[config.mk]
export PLATFORM = sky130hd
export DESIGN_NAME = csc_sync_top
export DESIGN_NICKNAME = d
export VERILOG_FILES = /design/src/csc_sync_pkg.sv /design/src/sync_reset_ctrl.sv /design/src/link_qualifier.sv /design/src/sync_done_delay.sv /design/src/csc_sync_mon.sv /design/src/csc_sync_top.sv
export SDC_FILE = /design/constraint.sdc
export NUM_CORES = 1
export LEC_CHECK = 0
export BUFFER_PORTS_ARGS = -buffer_cell sky130_fd_sc_hd__buf_2
export CAP_MARGIN = 25
export CORE_MARGIN = 3
export CORE_UTILIZATION = 30
export DETAILED_ROUTE_END_ITERATION = 8
export PLACE_DENSITY_LB_ADDON = 0.25
export SYNTH_ARGS = -nofsm -noshare
export SYNTH_HDL_FRONTEND = slang
export SYNTH_SLANG_ARGS = --single-unit
[constraint.sdc]
create_clock -name clock -period 2.3 [get_ports clock]
set_clock_uncertainty 0.1 [all_clocks]
set_input_delay 0.23 -clock clock [delete_from_list [all_inputs] [get_ports clock]]
set_output_delay 0.23 -clock clock [all_outputs]
set_load 0.05 [all_outputs]
[src/csc_sync_pkg.sv]
package csc_sync_pkg;

  // ----------------------------------------------------------
  // Frame markers carried by the CFEB fiber links
  // ----------------------------------------------------------

  // The eight valid K-words all have bits 4..1 equal to hex E
  typedef enum logic [7:0] {
    k_bc       = 8'hBC,  // Most common marker
    k_1c       = 8'h1C,
    k_3c       = 8'h3C,
    k_5c       = 8'h5C,
    k_7c       = 8'h7C,
    k_9c       = 8'h9C,
    k_dc       = 8'hDC,
    k_fd       = 8'hFD,
    k_overflow = 8'hFC   // Overflow marker, excluded from the sync check
  } kchar_e;

  localparam int n_markers = 8;  // Size of the valid marker table

  // Valid markers in their code order, BC is index 0
  localparam kchar_e marker_table [n_markers] = '{
    k_bc, k_1c, k_3c, k_5c, k_7c, k_9c, k_dc, k_fd
  };

  localparam logic [3:0] table_nibble = 4'hE;  // Common value of bits 4..1 of a valid marker

  localparam int delay_w    = 4;              // Width of the resync-done delay setting
  localparam int sync_depth = 2 ** delay_w;  // Depth of the resync-done delay line

  // One link as seen in one bunch crossing
  typedef struct packed {
    logic [7:0] kchar;         // Received frame marker
    logic       link_good;     // Link reports good lock
    logic       fiber_enable;  // Fiber is enabled for this link
    logic       sync_done;     // TTC resync has completed on this link
  } link_sample_t;

  // Qualified view of one link handed to the monitor
  typedef struct packed {
    logic [7:0] kchar;     // Marker passed through unchanged
    logic       skip;      // Link takes no part in the comparison
    logic       in_table;  // Marker is valid or the link is skipped
  } link_qual_t;

  // Power-up reset controller states
  typedef enum logic [1:0] {
    st_wait_lock,
    st_power_delay,
    st_run
  } rst_state_e;

endpackage

[src/sync_reset_ctrl.sv]
module sync_reset_ctrl #(
  parameter int power_up_delay = 2  // Cycles spent in st_power_delay after clock lock
) (
  input  logic clock,
  input  logic rst_n,
  input  logic clk_lock,
  input  logic global_reset,
  input  logic ttc_resync,
  output logic ready
);
  import csc_sync_pkg::*;

  localparam int cnt_w = $clog2(power_up_delay + 1);  // Counter wide enough for the delay

  localparam logic [cnt_w-1:0] cnt_last = cnt_w'(power_up_delay - 1);  // Final count value

  rst_state_e        state;  // Controller state
  logic [cnt_w-1:0]  cnt;    // Power-up delay counter

  // ----------------------------------------------------------
  // Power-up state machine
  // ----------------------------------------------------------

  // Losing clock lock in any state restarts the power-up sequence
  always_ff @(posedge clock) begin
    if (!rst_n) begin
      state <= st_wait_lock;
      cnt   <= '0;
    end else if (!clk_lock) begin
      state <= st_wait_lock;  // Lock dropped so wait for it again
      cnt   <= '0;
    end else begin
      case (state)
        st_wait_lock: begin
          state <= st_power_delay;  // Lock seen, start counting
          cnt   <= '0;
        end
        st_power_delay: begin
          if (cnt == cnt_last) begin
            state <= st_run;  // Delay has run out
          end else begin
            cnt <= cnt + 1'b1;
          end
        end
        st_run:  state <= st_run;  // Stay here until lock is lost
        default: state <= st_wait_lock;
      endcase
    end
  end

  // Run-ready is held off for any cycle with a global reset or a TTC resync
  always_ff @(posedge clock) begin
    if (!rst_n) begin
      ready <= 1'b0;
    end else begin
      ready <= (state == st_run) && !global_reset && !ttc_resync;
    end
  end

endmodule

[src/link_qualifier.sv]
module link_qualifier (
  input  logic                      clock,
  input  logic                      rst_n,
  input  csc_sync_pkg::link_sample_t sample,
  output csc_sync_pkg::link_qual_t   qual
);
  import csc_sync_pkg::*;

  logic good_r1;  // link_good one cycle ago
  logic good_r2;  // link_good two cycles ago
  logic skip;     // Link is left out of the sync check

  // ----------------------------------------------------------
  // Link-good history
  // ----------------------------------------------------------

  // A link must have been good two cycles back as well as now
  always_ff @(posedge clock) begin
    if (!rst_n) begin
      good_r1 <= 1'b0;
      good_r2 <= 1'b0;
    end else begin
      good_r1 <= sample.link_good;
      good_r2 <= good_r1;
    end
  end

  // ----------------------------------------------------------
  // Skip decision and marker check
  // ----------------------------------------------------------

  // Overflow, a bad or recently bad link, or a disabled fiber all skip the link
  always_comb begin
    skip = (sample.kchar == k_overflow)
        || !sample.link_good
        || !good_r2
        || !sample.fiber_enable;
  end

  // A skipped link counts as in the table so it never flags a bad marker
  always_comb begin
    qual.kchar    = sample.kchar;
    qual.skip     = skip;
    qual.in_table = (sample.kchar[4:1] == table_nibble) || skip;
  end

endmodule

[src/sync_done_delay.sv]
module sync_done_delay #(
  parameter int n_links = 5  // Number of CFEB links
) (
  input  logic                       clock,
  input  logic                       rst_n,
  input  csc_sync_pkg::link_sample_t samples [n_links],
  input  logic [csc_sync_pkg::delay_w-1:0] delay,
  output logic                       done_dly
);
  import csc_sync_pkg::*;

  logic                 all_done;          // Every link has finished its resync
  logic [sync_depth:1]  done_sr;           // done_sr[k] is all_done from k cycles back
  logic [delay_w:0]     tap;               // Selected stage, one more than the setting

  // ----------------------------------------------------------
  // Combined resync-done flag
  // ----------------------------------------------------------

  always_comb begin
    all_done = 1'b1;
    for (int i = 0; i < n_links; i++) begin
      all_done = all_done & samples[i].sync_done;  // One missing link holds the flag low
    end
  end

  // ----------------------------------------------------------
  // Delay line
  // ----------------------------------------------------------

  // The line starts empty so the flag reads low until fresh history arrives
  always_ff @(posedge clock) begin
    if (!rst_n) begin
      done_sr <= '0;
    end else begin
      done_sr <= {done_sr[sync_depth-1:1], all_done};
    end
  end

  assign tap      = {1'b0, delay} + 1'b1;  // Setting 0 gives one cycle, 15 gives sixteen
  assign done_dly = done_sr[tap];

endmodule

[src/csc_sync_mon.sv]
module csc_sync_mon #(
  parameter int n_links = 5  // Number of CFEB links
) (
  input  logic                     clock,
  input  logic                     rst_n,
  input  logic                     ready,
  input  logic                     done_dly,
  input  csc_sync_pkg::link_qual_t quals [n_links],
  output logic                     cfebs_synced,
  output logic                     cfebs_lostsync
);
  import csc_sync_pkg::*;

  logic [7:0] or_k;          // OR of the markers of the non-skipped links
  logic [7:0] and_k;         // AND of the same markers
  logic       all_skip;      // No link takes part in the check
  logic       all_in_table;  // Every link carries a valid marker or is skipped
  logic       in_sync;       // Combined sync decision for this cycle
  logic       clear;         // Monitor is held in its idle state

  // ----------------------------------------------------------
  // Cross-link marker comparison
  // ----------------------------------------------------------

  // OR and AND of a set of bytes agree only when every byte is the same
  always_comb begin
    or_k         = '0;
    and_k        = '1;
    all_skip     = 1'b1;
    all_in_table = 1'b1;
    for (int i = 0; i < n_links; i++) begin
      // Skipped links force zero into the OR and ones into the AND
      or_k         = or_k  | (quals[i].kchar & {8{~quals[i].skip}});
      and_k        = and_k & (quals[i].kchar | {8{quals[i].skip}});
      all_skip     = all_skip & quals[i].skip;
      all_in_table = all_in_table & quals[i].in_table;
    end
  end

  // With every link skipped there is nothing to disagree about
  assign in_sync = ((or_k == and_k) && all_in_table) || all_skip;

  // Not running yet, or a resync still settling on some link
  assign clear = !ready || !done_dly;

  // ----------------------------------------------------------
  // Output registers
  // ----------------------------------------------------------

  always_ff @(posedge clock) begin
    if (!rst_n || clear) begin
      cfebs_synced   <= 1'b1;  // Report synced while idle
      cfebs_lostsync <= 1'b0;  // Idle also wipes the lost-sync history
    end else begin
      cfebs_synced   <= in_sync;
      cfebs_lostsync <= cfebs_lostsync | ~in_sync;  // Sticky until the next clear
    end
  end

endmodule

[src/csc_sync_top.sv]
module csc_sync_top #(
  parameter int n_links        = 5,  // Number of CFEB links
  parameter int power_up_delay = 2   // Power-up delay after clock lock in cycles
) (
  input  logic                             clock,
  input  logic                             rst_n,
  input  logic                             clk_lock,
  input  logic                             global_reset,
  input  logic                             ttc_resync,
  input  csc_sync_pkg::link_sample_t       link_in [n_links],
  input  logic [csc_sync_pkg::delay_w-1:0] rxd_int_delay,
  output logic                             cfebs_synced,
  output logic                             cfebs_lostsync
);
  import csc_sync_pkg::*;

  logic       ready;            // Run-ready from the reset controller
  logic       done_dly;         // Delayed all-links resync-done flag
  link_qual_t quals [n_links];  // Qualified view of each link

  // ----------------------------------------------------------
  // Run-ready generation
  // ----------------------------------------------------------

  sync_reset_ctrl #(
    .power_up_delay (power_up_delay)
  ) u_reset_ctrl (
    .clock        (clock),
    .rst_n        (rst_n),
    .clk_lock     (clk_lock),
    .global_reset (global_reset),
    .ttc_resync   (ttc_resync),
    .ready        (ready)
  );

  // One qualifier per fiber link
  for (genvar i = 0; i < n_links; i++) begin : g_link
    link_qualifier u_qual (
      .clock  (clock),
      .rst_n  (rst_n),
      .sample (link_in[i]),
      .qual   (quals[i])
    );
  end

  sync_done_delay #(
    .n_links (n_links)
  ) u_done_delay (
    .clock    (clock),
    .rst_n    (rst_n),
    .samples  (link_in),
    .delay    (rxd_int_delay),
    .done_dly (done_dly)
  );

  // Comparison and output registers
  csc_sync_mon #(
    .n_links (n_links)
  ) u_mon (
    .clock          (clock),
    .rst_n          (rst_n),
    .ready          (ready),
    .done_dly       (done_dly),
    .quals          (quals),
    .cfebs_synced   (cfebs_synced),
    .cfebs_lostsync (cfebs_lostsync)
  );

endmodule

==> results, run 1 <==
- The fmax is 0.455 GHz.
- After filler insertion, the fill cell instance count of the layout stands at 626.
- The ratio of final minimum period to clock period is 95.6%.
- The number of diodes added for antenna fixing is 0.
- The HPWL after detailed placement is 4580 µm.
- Setup violations remaining at the end of the flow were counted as 0.
- The most common cell after layout, fill and taps aside is sky130_fd_sc_hd__buf_2.
- The final non-filler cell area is 0.00250 mm².
- The number of rows in the core area is 28.
- The average wire per cell in the routed design is 15.3 µm.
- The total count of max-transition violations in the final report is 0.
- Synthesis instantiated 48 different standard cells from the library.
- The arrival time of data at the critical path endpoint is 2240 ps.
- The proportion of layout cells with a drive suffix above 1 is 32.9%.
- The clock-pin transition on the worst setup and hold timing paths is 70 ps.
- In the post-synthesis netlist, the biggest area contributors are sky130_fd_sc_hd__dfxtp_1, sky130_fd_sc_hd__and2_1, sky130_fd_sc_hd__mux4_2.
- The number of max-capacitance violations reported is 0.
- For the pin with the worst max-slew slack, the measured transition is 539 ps.
- After layout, the minimum clock period comes to 2200 ps.
- The peak supply drop is 0.000258 V.
- In this run the vertical extent of the chip is 85.1 µm.
- The count of final hold-check violations is 0.
- The H-tree generated during clock tree synthesis spans 2 levels.
- The gate count after technology mapping is 207.
- The basic-gate share of the synthesized area counting and, or, nand and nor cells is 31.2%.
- The wire length of the first global-routing pass is 8850 µm.
- The final routed wirelength across all metal layers is 5590 µm.
- The first detailed-routing pass took 5 iterations.
- Clock latency on the worst-skew pair, taken at its later pin, is 280 ps.
- In the post-route analysis, the smallest setup slack over all paths is 101 ps.
- For this design, the CTS-stage hold fixing added 0 buffers.
- By area, the combinational part of the netlist is dominated by simple AND/OR/NAND/NOR gates.
- The mapped netlist covers 0.00188 mm².
- The worst setup path is of the reg2reg kind.
- OpenSTA, run right after detailed placement, puts the worst setup slack at 87.9 ps.
- Of the synthesized area, sequential elements account for 35.2%.
- Adding up every negative setup slack in the final design gives 0 ps.
- Once the clock tree was built, the setup fixing pass inserted 0 buffers.
- Summing the areas of all compound-gate instances in the mapped netlist gives 21.0% of the synthesized area.
- The number of resized instances in the post-cts repair step is 0.
- The number of ports placed on the die boundary is 66.
- The worst-path maximum fanout is 5.
- The clock tree from TritonCTS is done.
- Of all flip-flops after synthesis, the portion carrying an async set or reset was 0%.
- The initial antenna violation count is 0.
- The via count of the first global-routing pass is 1884.
- The worst setup path is launched from a flip-flop.
- The class of the worst hold path is in2reg.
- At the end of routability-driven placement, the weighted congestion stood at 1.03.
- After synthesis, the mean cell area works out to 9.06 µm².
- From synthesis to final layout, the design area changed by 33.1%.
- The floorplan die area is 0.00724 mm².
- The flow ran to the end, and the final reports show no timing, DRC or antenna violations.
- The total of warnings raised by yosys is 0.
- The area fraction of the dominant cell type after synthesis is 35.2%.
- The leakage power of the design is 1.07 nW.
- The count of nets left with antenna violations once routing finished came out at 0.
- The cell at the root of the clock tree is sky130_fd_sc_hd__clkbuf_8.
- The initial core utilization is 31.3%.
- The top cell types in the final layout, fill and taps aside, are sky130_fd_sc_hd__buf_2, sky130_fd_sc_hd__dfxtp_1, sky130_fd_sc_hd__and2_1.
- The first routing iteration left 136 violations.
- The net count after synthesis is 276.
- The kind of capture point of the worst setup path is a flip-flop.
- The number of enable flip-flop cells after synthesis is 0.
- The count of vias placed by the detailed router is 2022.
- The instance area at placement is 0.00238 mm².
- The parity-gate share of the synthesized area counting xor and xnor cells is 0.467%.
- The maximum buffer depth of the clock tree is 2.
- The synthesized flop and latch total is 33.
- After detailed routing, the number of remaining DRC violations is 0.
- The tightest hold path in the finished design has a slack of 43.0 ps.
- The pin count of the biggest net entering global routing is 20.
- For the worst setup path, the data required time is 2340 ps.
- Headroom to the max-slew limit came out at 63.6%.
- The number of nets in the layout is 358.
- Global routing finished with a remaining overflow of 0.
- Of all cell types, the one taking the most synthesized area is sky130_fd_sc_hd__dfxtp_1.
- After synthesis, the share of cell area in mux cells is 5.74%.
- The total clock buffers created by CTS is 5.
- The die span in x is 85.1 µm.
- The fraction of the mapped netlist area in adder cells is 3.34%.
- Including well taps, the total number of placed cells is 357.
- The filler-free cell count of the finished design is 364.
- The post-detailed-route via-to-cell ratio is 5.55.
- Counting every sink on the clock net gives 33.
- Setup repair after global routing left no endpoint under its margin.
- The overall track demand over capacity in global routing is 15.1%.
- Input and output buffers added on the ports amount to 65.
- Among all flip-flop cells after synthesis, the most frequent one is sky130_fd_sc_hd__dfxtp_1.
- The core region is 0.00599 mm².
- The power density of the placed cells is 520 mW/mm².
==> metal layers <==
metal  track usage (%)  vias to the layer above  wire (µm)
met2              21.8                      115       2300
met5                 0                        -          0
met1              21.1                      913       2510
met3              4.08                       14        613
li1                  -                      980          -
met4              6.62                        0        155
==> synthesized netlist by cell type, types with 4 or more instances <==
| cell type | n |
|---|---|
| sky130_fd_sc_hd__dfxtp_1 | 33 |
| sky130_fd_sc_hd__nand4_1 | 9 |
| sky130_fd_sc_hd__nand4b_1 | 7 |
| sky130_fd_sc_hd__mux2i_1 | 4 |
| sky130_fd_sc_hd__a22oi_1 | 5 |
| sky130_fd_sc_hd__and4b_1 | 5 |
| sky130_fd_sc_hd__a41oi_1 | 5 |
| sky130_fd_sc_hd__a31oi_1 | 5 |
| sky130_fd_sc_hd__o22ai_1 | 10 |
| sky130_fd_sc_hd__nand3_1 | 5 |
| sky130_fd_sc_hd__inv_1 | 10 |
| sky130_fd_sc_hd__nand2_1 | 7 |
| sky130_fd_sc_hd__nor2_1 | 12 |
| sky130_fd_sc_hd__a21oi_1 | 8 |
| sky130_fd_sc_hd__ha_1 | 5 |
| sky130_fd_sc_hd__and2_1 | 26 |
==> metrics by stage <==
step	power, mW	utilization, %
CTS	1.31	41.5
global placement	0.797	39.7
floorplan	0.682	-
detailed placement	0.796	39.7
finish	1.30	41.7
global route	1.36	41.7
==> cells by family after synthesis <==
| kind of cell | count (synthesis) |
|---|---|
| flip-flops | 33 |
| adder cells (fa/ha/maj) | 5 |
| XOR/XNOR | 1 |
| multiplexers | 7 |
| AND/OR/NAND/NOR | 93 |
| buffers and inverters | 14 |
| AO/OA/AOI/OAI | 54 |
==> critical path, stage by stage (launching register included) <==
cell	delay, ps
sky130_fd_sc_hd__dfxtp_1	360
sky130_fd_sc_hd__nand3_1	230
sky130_fd_sc_hd__o22ai_1	230
sky130_fd_sc_hd__a211oi_1	100
sky130_fd_sc_hd__or4_4	560
sky130_fd_sc_hd__a2111oi_2	370
sky130_fd_sc_hd__a221oi_1	120
==> power breakdown <==
part / leakage [nW] / switching [mW] / internal, mW / total [mW]
Clock: 0.0540 / 0.196 / 0.315 / 0.511
Combinational: 0.744 / 0.103 / 0.0948 / 0.198
Sequential: 0.268 / 0.00622 / 0.583 / 0.589
Total: 1.07 / 0.306 / 0.992 / 1.30
==> final cells by class <==
| cell class | count | area [µm²] | share of cell area (%) |
|---|---|---|---|
| clock buffer | 5 | 68.8 | 2.76 |
| tap | 75 | 93.8 | 3.76 |
| sequential | 33 | 661 | 26.5 |
| clock inverter | 2 | 35.0 | 1.40 |
| inverter | 10 | 37.5 | 1.50 |
| timing repair buffer | 79 | 430 | 17.2 |
| multi-input combinational | 160 | 1170 | 46.9 |
==> worst paths after layout <==
kind	start	end	slack, ps	cells after the start
setup / recovery	g_link[4].u_qual.good_r2	u_mon.cfebs_lostsync	100	6
hold reg to reg	g_link[1].u_qual.good_r1	g_link[1].u_qual.good_r2	330	1
setup reg to reg	g_link[4].u_qual.good_r2	u_mon.cfebs_lostsync	100	6
hold / removal	ttc_resync	u_reset_ctrl.ready	40	2
==> flip-flops by register name (all words and copies together) (netlist names) <==
name / count
g_link.u_qual.good_r2: 5
u_done_delay.done_sr: 16
u_reset_ctrl.ready: 1
u_mon.cfebs_lostsync: 1
g_link.u_qual.good_r1: 5
u_reset_ctrl.cnt: 2
u_mon.cfebs_synced: 1
u_reset_ctrl.state: 2
No activity file was read; power rests on OpenSTA's default activity.
==> inputs of run 2 (changes only) <==
--- a/config.mk
+++ b/config.mk
@@ -10,7 +10,7 @@
 export CORE_MARGIN = 3
 export CORE_UTILIZATION = 30
 export DETAILED_ROUTE_END_ITERATION = 8
-export PLACE_DENSITY_LB_ADDON = 0.25
+export SKIP_LAST_GASP = 1
 export SYNTH_ARGS = -nofsm -noshare
 export SYNTH_HDL_FRONTEND = slang
 export SYNTH_SLANG_ARGS = --single-unit
==> run 2 against run 1 <==
Compared with the run above:
- sequential power barely moved
- largest power group unchanged
- non-clock buffer count did not move
- via count did not move
- fmax rose by 0.18%
- critical endpoint unchanged
- sequential share of layout area barely moved
- sequential cell count did not move
- setup slack improved by 4.0 ps
- register-to-register slack barely moved
- final cell count rose by 0.27%
- critical path depth did not move
- count of clock-buffer cells in the layout rose by 2
- combinational power barely moved
==> results, run 2 (synthesis results as in run 1) <==
- The HPWL after detailed placement is 4790 µm (+4.7%).
- The depth of the most critical reg-to-reg path is 6 (unchanged).
- The clock latency at the later pin of the worst-skew pair is 280 ps (about the same).
- The combinational group share of total power is 14.6% (-0.7 points).
- The proportion of layout cells with a drive suffix above 1 is 32.1% (-0.80 points).
- The largest registers in the layout are u_done_delay.done_sr x16, g_link.u_qual.good_r1 x5, g_link.u_qual.good_r2 x5.
- The sequential fraction of design power is 44.2% (-1.2 points).
- The worst-case hold slack is 19.6 ps (-23.4 ps).
- The area used by sequential logic in the layout is 661 µm² (unchanged).
- The final routed wirelength across all metal layers is 5790 µm (+3.7%).
- The initial core utilization is 31.3% (unchanged).
- The relative max-transition margin is 68.1% (+4.5 points).
- The average wire per cell in the routed design is 15.9 µm (+3.4%).
- The sort of element at the start of the critical path is a flip-flop.
- The filler-free cell count of the finished design came to 365 (+0.27%).
- The switching share of power is 22.9% (-0.69 points).
- The clock network fraction of total power came to 41.2% (+1.8 points).
- TritonCTS built the clock tree.
- For hold timing, the worst endpoint is u_reset_ctrl.ready.
- The power density of the placed cells is 534 mW/mm² (+2.6%).
- The total clock buffers created by CTS is 5 (unchanged).
- The number of rows in the core area came to 28 (unchanged).
- The arrival time of data at the critical path endpoint was 2230 ps (about the same).
- The kind of capture point of the worst setup path is a flip-flop.
- The leakage power of the design came to 1.07 nW (+0.21%).
- The most flop-heavy register is u_done_delay.done_sr.
- The most common cell after layout, fill and taps aside is sky130_fd_sc_hd__buf_2.
- The flip-flop count of the largest register, all copies and words added is 16 (unchanged).
- The slowest stage of the critical path is the sky130_fd_sc_hd__or4_4 cell.
- The slew at the pin with the worst max-slew slack is 473 ps (-66.2 ps).
- The origin of the worst min-delay path is global_reset.
- The number of diodes added for antenna fixing was 0 (unchanged).
- The die span in x is 85.1 µm (unchanged).
- The number of nets in the layout is 358 (unchanged).
- The total count of max-transition violations in the final report came to 0 (unchanged).
- The startpoint of the worst register-to-register path is g_link[4].u_qual.good_r2.
- The remaining design rule violation count was 0 (unchanged).
- The worst-path maximum fanout is 5 (unchanged).
- The slack of the worst reg-to-reg path is 100 ps (about the same).
- The total negative slack for setup checks is 0 ps (unchanged).
- The number of placed cells counting well taps was 357 (unchanged).
- The total setup buffers inserted after CTS is 0 (unchanged).
- The quantity of I/O buffers inserted on ports came to 65 (unchanged).
- The global placement routability congestion is 0.880 (-14%).
- The count of final hold-check violations is 0 (unchanged).
- The number of max-capacitance violations reported came to 0 (unchanged).
- The die height is 85.1 µm (unchanged).
- The TritonCTS sink count is 33 (unchanged).
- The count of vias placed by the detailed router is 2022 (unchanged).
- The net switching power is 0.305 mW (-0.34%).
- The number of buffers inserted for hold repair after clock tree synthesis is 0 (unchanged).
- The initial antenna violation count was 0 (unchanged).
- The pin count of the biggest net entering global routing is 16 (-20%).
- The top cell types in the final layout, fill and taps aside, are sky130_fd_sc_hd__buf_2, sky130_fd_sc_hd__dfxtp_1, sky130_fd_sc_hd__and2_1.
- The pre-CTS setup slack is 92.7 ps (+4.78 ps).
- The number of resized instances in the post-cts repair step is 0 (unchanged).
- The wire length of the first global-routing pass came to 9430 µm (+6.5%).
- The path class of the tightest hold or removal check is in2reg.
- The largest stage delay on the critical path is 550 ps (about the same).
- The via count of the first global-routing pass was 1995 (+5.9%).
- The clock-pin transition on the worst setup and hold timing paths is 60 ps (about the same).
- The internal power consumption came to 1.03 mW (+3.6%).
- The combined area of the multi-input logic cells came to 0.00116 mm² (-0.96%).
- The fmax is 0.455 GHz (+0.18%).
- The post-layout minimum cycle time was 2200 ps (-4.00 ps).
- The peak supply drop is 0.000402 V (+56%).
- The critical path goes through nand3_1, o22ai_1, a211oi_1, or4_4, a2111oi_2, a221oi_1.
- The floorplan die area was 0.00724 mm² (unchanged).
- The critical setup path kind is reg2reg.
- The area overhead of the layout relative to synthesis came to 33.2% (about the same).
- The maximum buffer depth of the clock tree is 2 (unchanged).
- The number of iterations in the first detailed-routing pass is 4 (-1).
- The number of routed nets with antenna violations is 0 (unchanged).
- The core region area is 0.00599 mm² (unchanged).
- The overall track demand over capacity in global routing came to 16.1% (+0.94 points).
- The cell at the root of the clock tree is sky130_fd_sc_hd__clkbuf_8.
- The count of H-tree levels built during CTS is 2 (unchanged).
- The number of fillers in the final layout came to 612 (-2.2%).
- The number of ports placed on the die boundary came to 66 (unchanged).
- The cell depth of the worst hold path is 2 (unchanged).
- The worst path required time came to 2330 ps (about the same).
- The violation count after the first detailed-route iteration is 79 (-42%).
- The run finished with clean final reports.
- The count of final setup violators is 0 (unchanged).
- The total congestion overflow is 0 (unchanged).
- The end of the worst register-to-register path is u_mon.cfebs_lostsync.
- Setup repair after global routing left no endpoint under its margin.
- The ratio of final minimum period to clock period is 95.5% (-0.17 points).
- The final worst setup slack came to 105 ps (+4.00 ps).
- The post-detailed-route via-to-cell ratio came to 5.54 (-0.27%).
==> run 2: layer usage <==
metal  GRT usage (%)  wire length, µm
met4            5.18              135
met1            19.2             2400
met5               0                0
met3            4.08              509
met2            28.1             2750
==> run 2: area by class of cell <==
| type | instances | area share, % |
|---|---|---|
| repair buffers | 79 | 17.2 |
| multi-input cells | 160 | 46.4 |
| inverters | 10 | 1.50 |
| flip-flops and latches | 33 | 26.5 |
| well taps | 75 | 3.76 |
| clock inverters | 1 | 1.20 |
| clock buffers | 7 | 3.46 |
==> run 2: worst max path at each step <==
stage	start	to	cells after the start
6_report	g_link[4].u_qual.good_r2	u_mon.cfebs_lostsync	6
3_5_place_dp	rxd_int_delay[0]	u_mon.cfebs_synced	8
2_1_floorplan	link_in[26]	u_mon.cfebs_lostsync	7
5_1_grt	g_link[4].u_qual.good_r2	u_mon.cfebs_lostsync	6
3_3_place_gp	rxd_int_delay[0]	u_mon.cfebs_synced	8
4_1_cts	g_link[4].u_qual.good_r2	u_mon.cfebs_lostsync	6
==> run 2: worst max-delay path: cells and delay by family, from the launching register on <==
family             cells  cell delay, ps
DFF                    1             360
AOI/OAI and AO/OA      4             820
and+or+nand+nor        2             770
==> run 2: power groups by stage <==
stage / clock network [mW] / logic [mW] / registers, mW
2_1_floorplan: 0 / 0.0816 / 0.600
3_3_place_gp: 0 / 0.192 / 0.601
3_5_place_dp: 0 / 0.192 / 0.601
4_1_cts: 0.565 / 0.193 / 0.588
5_1_grt: 0.594 / 0.216 / 0.590
6_report: 0.549 / 0.195 / 0.588
==> run 2: metrics by stage <==
step / area (µm²) / power (mW) / util (%)
after floorplan: 1880 / 0.682 / -
after global placement: 2380 / 0.793 / 39.7
after detailed placement: 2380 / 0.794 / 39.7
after CTS: 2500 / 1.35 / 41.7
after global routing: 2500 / 1.40 / 41.7
final: 2500 / 1.33 / 41.7
==> inputs of run 3 (changes only) <==
==> constraint.sdc (replaced) <==
create_clock -name clock -period 2.3 [get_ports clock]
set_clock_uncertainty 0.1 [all_clocks]
set_input_delay 0 -clock clock [delete_from_list [all_inputs] [get_ports clock]]
set_output_delay 0 -clock clock [all_outputs]
set_load 0.05 [all_outputs]
==> run 3 against run 2 <==
Compared with the run above:
- non-clock buffer count up 4
- via count rose by 1.1%
- core utilization is 1.4 points higher
- count of clock-buffer cells in the layout fell by 2
- global-route usage decreased by 0.24 points
==> results, run 3 (synthesis results as in run 1) <==
- The root buffer cell chosen for the clock tree is sky130_fd_sc_hd__clkbuf_8.
- The slack of the worst reg-to-reg path is 200 ps (+100 ps).
- The net switching power was 0.310 mW (+1.6%).
- The number of nets in the layout was 362 (+1.1%).
- In the layout the commonest cells are sky130_fd_sc_hd__buf_2, sky130_fd_sc_hd__dfxtp_1, sky130_fd_sc_hd__and2_1.
- The combinational group share of total power is 14.1% (-0.5 points).
- The register with the most flip-flops in the final layout is u_done_delay.done_sr.
- The kind of cell adding the most delay to the critical path is compound AO/OA/AOI/OAI gates.
- The post-detailed-route via-to-cell ratio was 5.54 (about the same).
- The pin count of the biggest net entering global routing is 30 (+14).
- The cell depth of the worst hold path is 2 (unchanged).
- The proportion of layout cells with a drive suffix above 1 is 30.6% (-1.5 points).
- The worst path required time is 2370 ps (+40 ps).
- The number of diodes added for antenna fixing was 0 (unchanged).
- The final routed wirelength across all metal layers is 5610 µm (-3.1%).
- The share of the core filled with cells is 43.1% (+1.4 points).
- The total negative slack for setup checks came to 0 ps (unchanged).
- The critical setup path kind is reg2reg.
- The number of max-capacitance violations reported was 0 (unchanged).
- The startpoint of the most critical setup path is g_link[4].u_qual.good_r2.
- The peak supply drop is 0.000481 V (+20%).
- The startpoint identified for the worst register-to-register timing path is g_link[4].u_qual.good_r2.
- The power density of the placed cells is 551 mW/mm² (+3.2%).
- The combined area of the multi-input logic cells was 0.00117 mm² (+0.86%).
- The total setup buffers inserted after CTS came to 0 (unchanged).
- The quantity of I/O buffers inserted on ports is 65 (unchanged).
- The largest registers in the layout are u_done_delay.done_sr x16, g_link.u_qual.good_r1 x5, g_link.u_qual.good_r2 x5.
- The flip-flop count of the largest register, all copies and words added is 16 (unchanged).
- The floorplan die area is 0.00724 mm² (unchanged).
- The largest individual stage delay along the critical path comes from the cell sky130_fd_sc_hd__a41oi_1.
- The count of final setup violators came to 0 (unchanged).
- The maximum buffer depth of the clock tree was 2 (unchanged).
- The clock network fraction of total power is 44.4% (+3.2 points).
- The wire length of the first global-routing pass is 9210 µm (-2.3%).
- The die span in x came to 85.1 µm (unchanged).
- The internal power consumption came to 1.11 mW (+8.1%).
- The number of ports placed on the die boundary is 66 (unchanged).
- The HPWL after detailed placement is 4560 µm (-4.8%).
- The count of vias placed by the detailed router is 2044 (+1.1%).
- The arrival time of data at the critical path endpoint is 2170 ps (-60 ps).
- The die height came to 85.1 µm (unchanged).
- The global placement routability congestion was 0.971 (+10%).
- The initial antenna violation count is 0 (unchanged).
- The post-layout minimum cycle time was 2100 ps (-95.1 ps).
- The slew at the pin with the worst max-slew slack is 559 ps (+86.2 ps).
- The average wire per cell in the routed design is 15.2 µm (-4.2%).
- The area used by sequential logic in the layout is 661 µm² (unchanged).
- The overall track demand over capacity in global routing was 15.8% (-0.24 points).
- The end of the worst register-to-register path is u_mon.cfebs_synced.
- The library cell used most frequently in the layout, excluding fill and tap cells, is sky130_fd_sc_hd__buf_2.
- The core region area was 0.00599 mm² (unchanged).
- The total congestion overflow was 0 (unchanged).
- The relative max-transition margin is 62.2% (-5.8 points).
- The worst hold path begins at rst_n.
- The largest stage delay on the critical path is 490 ps (-60 ps).
- The final non-filler cell area is 0.00258 mm² (+3.3%).
- The count of buffering cells on the critical path with inverters included is 1 (+1).
- The path with the worst hold slack has its endpoint at g_link[4].u_qual.good_r2.
- The via count of the first global-routing pass is 1998 (+0.15%).
- The worst-path maximum fanout is 7 (+2).
- The total clock buffers created by CTS is 5 (unchanged).
- The switching share of power was 21.8% (-1.1 points).
- The count of H-tree levels built during CTS was 2 (unchanged).
- STA classifies the critical path endpoint as a flip-flop.
- The remaining design rule violation count is 0 (unchanged).
- Setup repair after global routing left no endpoint under its margin.
- The number of iterations in the first detailed-routing pass was 4 (unchanged).
- The min-delay analysis places its worst path in the category in2reg.
- The worst setup path is launched from a flip-flop.
- The ratio of final minimum period to clock period is 91.3% (-4.1 points).
- The clock-pin transition on the worst setup and hold timing paths came to 70 ps (about the same).
- The leakage power of the design is 1.10 nW (+2.8%).
- The total count of max-transition violations in the final report came to 0 (unchanged).
- The total power is 1.42 mW (+6.6%).
- The sequential fraction of design power is 41.4% (-2.8 points).
- The TritonCTS sink count was 33 (unchanged).
- The final worst setup slack is 200 ps (+95.1 ps).
- The depth of the most critical reg-to-reg path was 7 (+1).
- The initial core utilization was 31.3% (unchanged).
- The instance area at placement came to 0.00234 mm² (-1.9%).
- The clock tree from TritonCTS is done.
- The area overhead of the layout relative to synthesis is 37.6%.
- The clock latency at the later pin of the worst-skew pair is 280 ps (about the same).
- The violation count after the first detailed-route iteration is 99 (+25%).
- The number of fillers in the final layout came to 629 (+2.8%).
- The count of final hold-check violations is 0 (unchanged).
- The flow ran to the end, and the final reports show no timing, DRC or antenna violations.
- The number of rows in the core area is 28 (unchanged).
- The fmax is 0.476 GHz (+4.5%).
- Walking the worst path, the cells encountered are nand3_2, a41oi_1, a22oi_1, a31oi_1, nor4_1, buf_4, a211o_1.
- The pre-CTS setup slack is 135 ps (+41.9 ps).
- The number of routed nets with antenna violations is 0 (unchanged).
## run 3: changes by cell type in the layout (fill, tap and decap cells not counted), sizes merged
cell,delta
dlygate4sd3,+10
clkbuf,-2
bufinv,+1
buf,-6
clkinv,+1
## run 3: layer usage
layer / wire, µm / part of all wire, % / track usage (%)
met3: 525 / 9.4 / 4.56
met2: 2490 / 44 / 26.0
met5: 0 / 0 / 0
met1: 2330 / 42 / 18.7
met4: 257 / 4.6 / 8.35
## run 3: final cells by class
class	instances	share of cell area [%]
clock buffers	5	2.67
flip-flops and latches	33	25.6
repair buffers	83	18.8
inverters	10	1.45
well taps	75	3.64
multi-input cells	160	45.3
clock inverters	3	2.52
## run 3: worst max path at each step
| stage | to | slack [ps] | depth (start not counted) |
|---|---|---|---|
| floorplan | u_mon.cfebs_lostsync | 320 | 6 |
| global placement | u_mon.cfebs_lostsync | 160 | 6 |
| detailed placement | u_mon.cfebs_lostsync | 130 | 6 |
| CTS | u_mon.cfebs_lostsync | 90 | 8 |
| global route | u_mon.cfebs_lostsync | 50 | 9 |
| finish | u_mon.cfebs_synced | 200 | 7 |
## run 3: repair_timing
| action | 4_1_cts | 5_1_grt |
|---|---|---|
| setup endpoints to repair | 0 | 2 |
| resized for setup | 0 | 2 |
| hold buffers | 10 | 0 |
| hold endpoints to repair | 11 | 0 |
## run 3: power by group through the flow
stage	logic [mW]	registers, mW	clock network (mW)
5_1_grt	0.223	0.590	0.683
4_1_cts	0.199	0.588	0.651
6_report	0.201	0.589	0.631
3_3_place_gp	0.188	0.601	0
3_5_place_dp	0.187	0.601	0
2_1_floorplan	0.0816	0.600	0
## run 3: through the flow
stage	instances	hold WS, ps
after floorplan	207	-24.3
after global placement	351	72.6
after detailed placement	351	68.9
after CTS	369	69.9
after global routing	369	92.1
final	369	76.7
